[src/hw/retire_pkg.sv]
`default_nettype none

package retire_pkg;

	// reorder buffer geometry
	// one slot always stays empty so full and empty can be told apart
	localparam int ROB_DEPTH = 32;
	localparam int TAG_W = $clog2(ROB_DEPTH);

	// architectural register space
	localparam int NUM_REGS = 32;
	localparam int REG_W = $clog2(NUM_REGS);

	// width of every result value
	localparam int DATA_W = 32;

	// slot index, doubles as the instruction tag
	typedef logic [TAG_W-1:0] rob_tag_t;

	typedef logic [REG_W-1:0] reg_addr_t;

	typedef logic [DATA_W-1:0] data_t;

endpackage

`default_nettype wire
[src/hw/arch_regfile.sv]
`timescale 1ns/1ps
`default_nettype none

module arch_regfile import retire_pkg::*; (
	input logic clk,
	input logic rst,

	// commit slot 0
	input logic we0,
	input reg_addr_t waddr0,
	input data_t wdata0,

	// commit slot 1 holds the younger instruction
	input logic we1,
	input reg_addr_t waddr1,
	input data_t wdata1,

	// operand read
	input reg_addr_t raddr,
	output data_t rdata
);

	data_t regs [NUM_REGS];

	// committed state starts out as all zeros
	always_ff @(posedge clk or negedge rst) begin
		if (!rst) begin
			regs <= '{default: '0};
		end else begin
			if (we0)
				regs[waddr0] <= wdata0;
			// port 1 is younger in program order, so it wins a collision
			if (we1)
				regs[waddr1] <= wdata1;
		end
	end

	// no bypass from the write ports
	assign rdata = regs[raddr];

endmodule

`default_nettype wire

[config.mk]
export PLATFORM = sky130hd
export DESIGN_NAME = arch_regfile
export DESIGN_NICKNAME = d
export VERILOG_FILES = /design/src/hw/retire_pkg.sv /design/src/hw/arch_regfile.sv
export SDC_FILE = /design/constraint.sdc
export NUM_CORES = 2
export LEC_CHECK = 0
export BUFFER_PORTS_ARGS = -buffer_cell sky130_fd_sc_hd__buf_2
export CORE_MARGIN = 2
export CORE_UTILIZATION = 45
export CTS_CLUSTER_SIZE = 10
export DETAILED_ROUTE_END_ITERATION = 6
export PLACE_DENSITY = 0.6
export SETUP_SLACK_MARGIN = 0.4
export SYNTH_ARGS = -nofsm -noshare
export SYNTH_HDL_FRONTEND = slang
export SYNTH_SLANG_ARGS = --single-unit
[constraint.sdc]
create_clock -name clk -period 1.95 [get_ports clk]
set_clock_uncertainty 0.1 [all_clocks]
set_input_delay 0.195 -clock clk [delete_from_list [all_inputs] [get_ports clk]]
set_output_delay 0.195 -clock clk [all_outputs]
set_load 0.05 [all_outputs]
==> results.tsv <==
metric	value	unit
die area	0.129	mm²
Post-Place Setup Slack	-283	ps
Root Buffer	clkbuf_16	
max-slew violation count	0	
# rows	130	
share of layout cells above drive strength 1	0.147	
first-pass GRT wire length	307000	µm
Worst Min Path Start	waddr1[1]	
Async SR Flop Fraction	1.00	
fin nets	6068	
post-route ant nets	0	
clk sinks	1024	
max FFs per register	1024	
Avg WL per Cell	27.3	µm
Via density	6.04	
Seq cells post-synth	1024	
Worst-path clk slew	60	ps
GRT Total Usage	0.317	
failing checks	negative setup slack	
Filler Cell Count	10900	
R2R Setup Slk	550	ps
Top reg by flops	regs	
CP endpoint kind	output pin	
GRT met3 Usage	0.0645	
Main synth FF type	dfrtp_1	
synthesis-to-layout area growth	20.2	%
worst hold path type	primary input to register	
reg2reg path depth	3	
buffers added on ports	114	
RSZ-0062 raised after global routing	yes	
total of max-cap violations	0	
Achievable Freq	403	MHz
drc violations	0	
most frequent cells in the layout	1526 x mux2i_1, 1024 x dfrtp_1, 612 x nand2_1	
worst slew pin tran	784	ps
final hold violations	0	
register area	0.0256	mm²
worst setup margin	-530	ps
Slew headroom	0.477	
Core Area	0.125	mm²
critical path peak fanout	2	
IO Pins	115	
CTS tree	built	
largest net degree at the start of global routing	102	
Avg Inst Size Synth	9.70	µm²
clk buf depth	3	
Worst setup SP type	register	
Critical R2R Capture	regs[920]	
Iter 0 DRT Violations	4918	
most common cell after layout, fill and taps aside	mux2i_1	
status	complete, but fails checks	
Hold Path Sink	regs[753]	
worst path required time	1650	ps
arrival time worst endpoint	2190	ps
area of the multi-input gates	0.0294	mm²
GRT overflow	0	
TNS Setup	-13600	ps
Initial Util	0.453	
Final Setup Violations	32	
Die Height	359	µm
clock buffer count from CTS	118	
Detailed Route WL	209000	µm
post-synthesis cell type count	38	
number of global-route vias before repair	44700	
post-synthesis sequential area ratio	0.452	
vias post-DR	46400	
HPWL after DPL	132000	µm
Pwr Density	965	mW/mm²
biggest regs	regs x1024	
Synth Warn #	0	
crit share post-route	1.27	
final RePlAce weighted congestion	0.885	
gr busiest metal	met1	
Leakage	32.2	nW
VDD IR max	0.000753	V
H-tree depth	3	
GRT met1 Usage	0.467	
syn nets	5935	
First-pass DRT Iterations	6	
antenna violations before repair	7	
Setup CP Type	register to output pin	
routing usage on met2	0.465	
Mapped Area	0.0568	mm²
Post-synth EDFFs	0	
worst-skew pair later-pin latency	750	ps
worst r2r src	regs[920]	
WHS Path Cells	6	
minimum clock period	2480	ps
die width	359	µm
Synth Instances	5852	
cell usage after synthesis, types with 35 or more instances:
| library cell | number | share of area |
|---|---|---|
| mux2i_1 | 1536 | 0.27 |
| dfrtp_1 | 1024 | 0.45 |
| nand2_1 | 645 | 0.043 |
| a21oi_1 | 608 | 0.054 |
| nor2_1 | 519 | 0.034 |
| o21ai_0 | 325 | 0.029 |
| clkbuf_1 | 310 | 0.021 |
| buf_2 | 227 | 0.020 |
| o21ai_1 | 187 | 0.016 |
| nand3_1 | 98 | 0.0086 |
| a22oi_1 | 96 | 0.013 |
| a22o_1 | 64 | 0.0099 |
| buf_4 | 35 | 0.0046 |
layer usage:
metal / routed length (µm) / vias up
li1: - / 20700
met1: 93200 / 23100
met2: 90500 / 2222
met3: 19300 / 352
met4: 6170 / 8
met5: 125 / -
worst max-delay path, stage by stage (launching register included):
cell and delay, ps:
dfrtp_1 380, mux2i_1 230, a22o_1 190, nor3_1 50
buf_4 140, a31oi_4 170, nand3_4 110, buf_12 160
report_power, final:
part           total (mW)  leakage (nW)  internal, mW  switching, mW
combinational        14.9          18.0          7.11           7.81
clock                20.7          1.65          11.7           9.03
sequential           30.2          12.5          26.9           3.27
total                65.8          32.2          45.7           20.1
stage by stage:
step / total power, mW / hold slack, ps / util / std cells / instance area (µm²)
4_1_cts: 65.6 / 40.1 / 0.541 / 7651 / 67900
3_5_place_dp: 44.5 / 17.1 / 0.506 / 7406 / 63400
2_1_floorplan: 39.6 / -201 / - / 5852 / 57600
5_1_grt: 69.0 / 33.4 / 0.544 / 7676 / 68200
6_report: 65.8 / 30.4 / 0.544 / 7678 / 68200
3_3_place_gp: 44.0 / 18.6 / 0.506 / 7406 / 63400
how the worst max path moves through the flow:
stage           endpoint       from  depth (start not counted)
2_1_floorplan   rdata[0]   raddr[1]                          8
3_3_place_gp   rdata[15]   raddr[1]                          9
3_5_place_dp   rdata[15]   raddr[1]                          9
4_1_cts        rdata[28]  regs[956]                          7
5_1_grt        rdata[26]  regs[954]                          7
6_report       rdata[28]  regs[956]                          7
logic make-up after synthesis:
logic type | count (synthesis) | synth area share
compound gates | 1312 | 0.125
flops | 1024 | 0.452
mux | 1536 | 0.271
simple gates | 1356 | 0.0994
buf+inv | 624 | 0.0533
final cells by class:
cell class | instances | area share
Antenna cell | 2 | 0.0000733
Clock buffer | 154 | 0.0483
Clock inverter | 7 | 0.00128
Multi-Input combinational cell | 4204 | 0.430
Sequential cell | 1024 | 0.376
Tap cell | 1650 | 0.0303
Timing Repair Buffer | 637 | 0.114
repair_timing:
item,4_1_cts,5_1_grt
resized for setup,60,31
pin swaps,51,58
setup endpoints to repair,32,37
hold buffers,72,0
endpoints found under the hold margin,2048,0
gates cloned,0,2
buffers inserted,12,23
(Power assumes the default switching activity.)
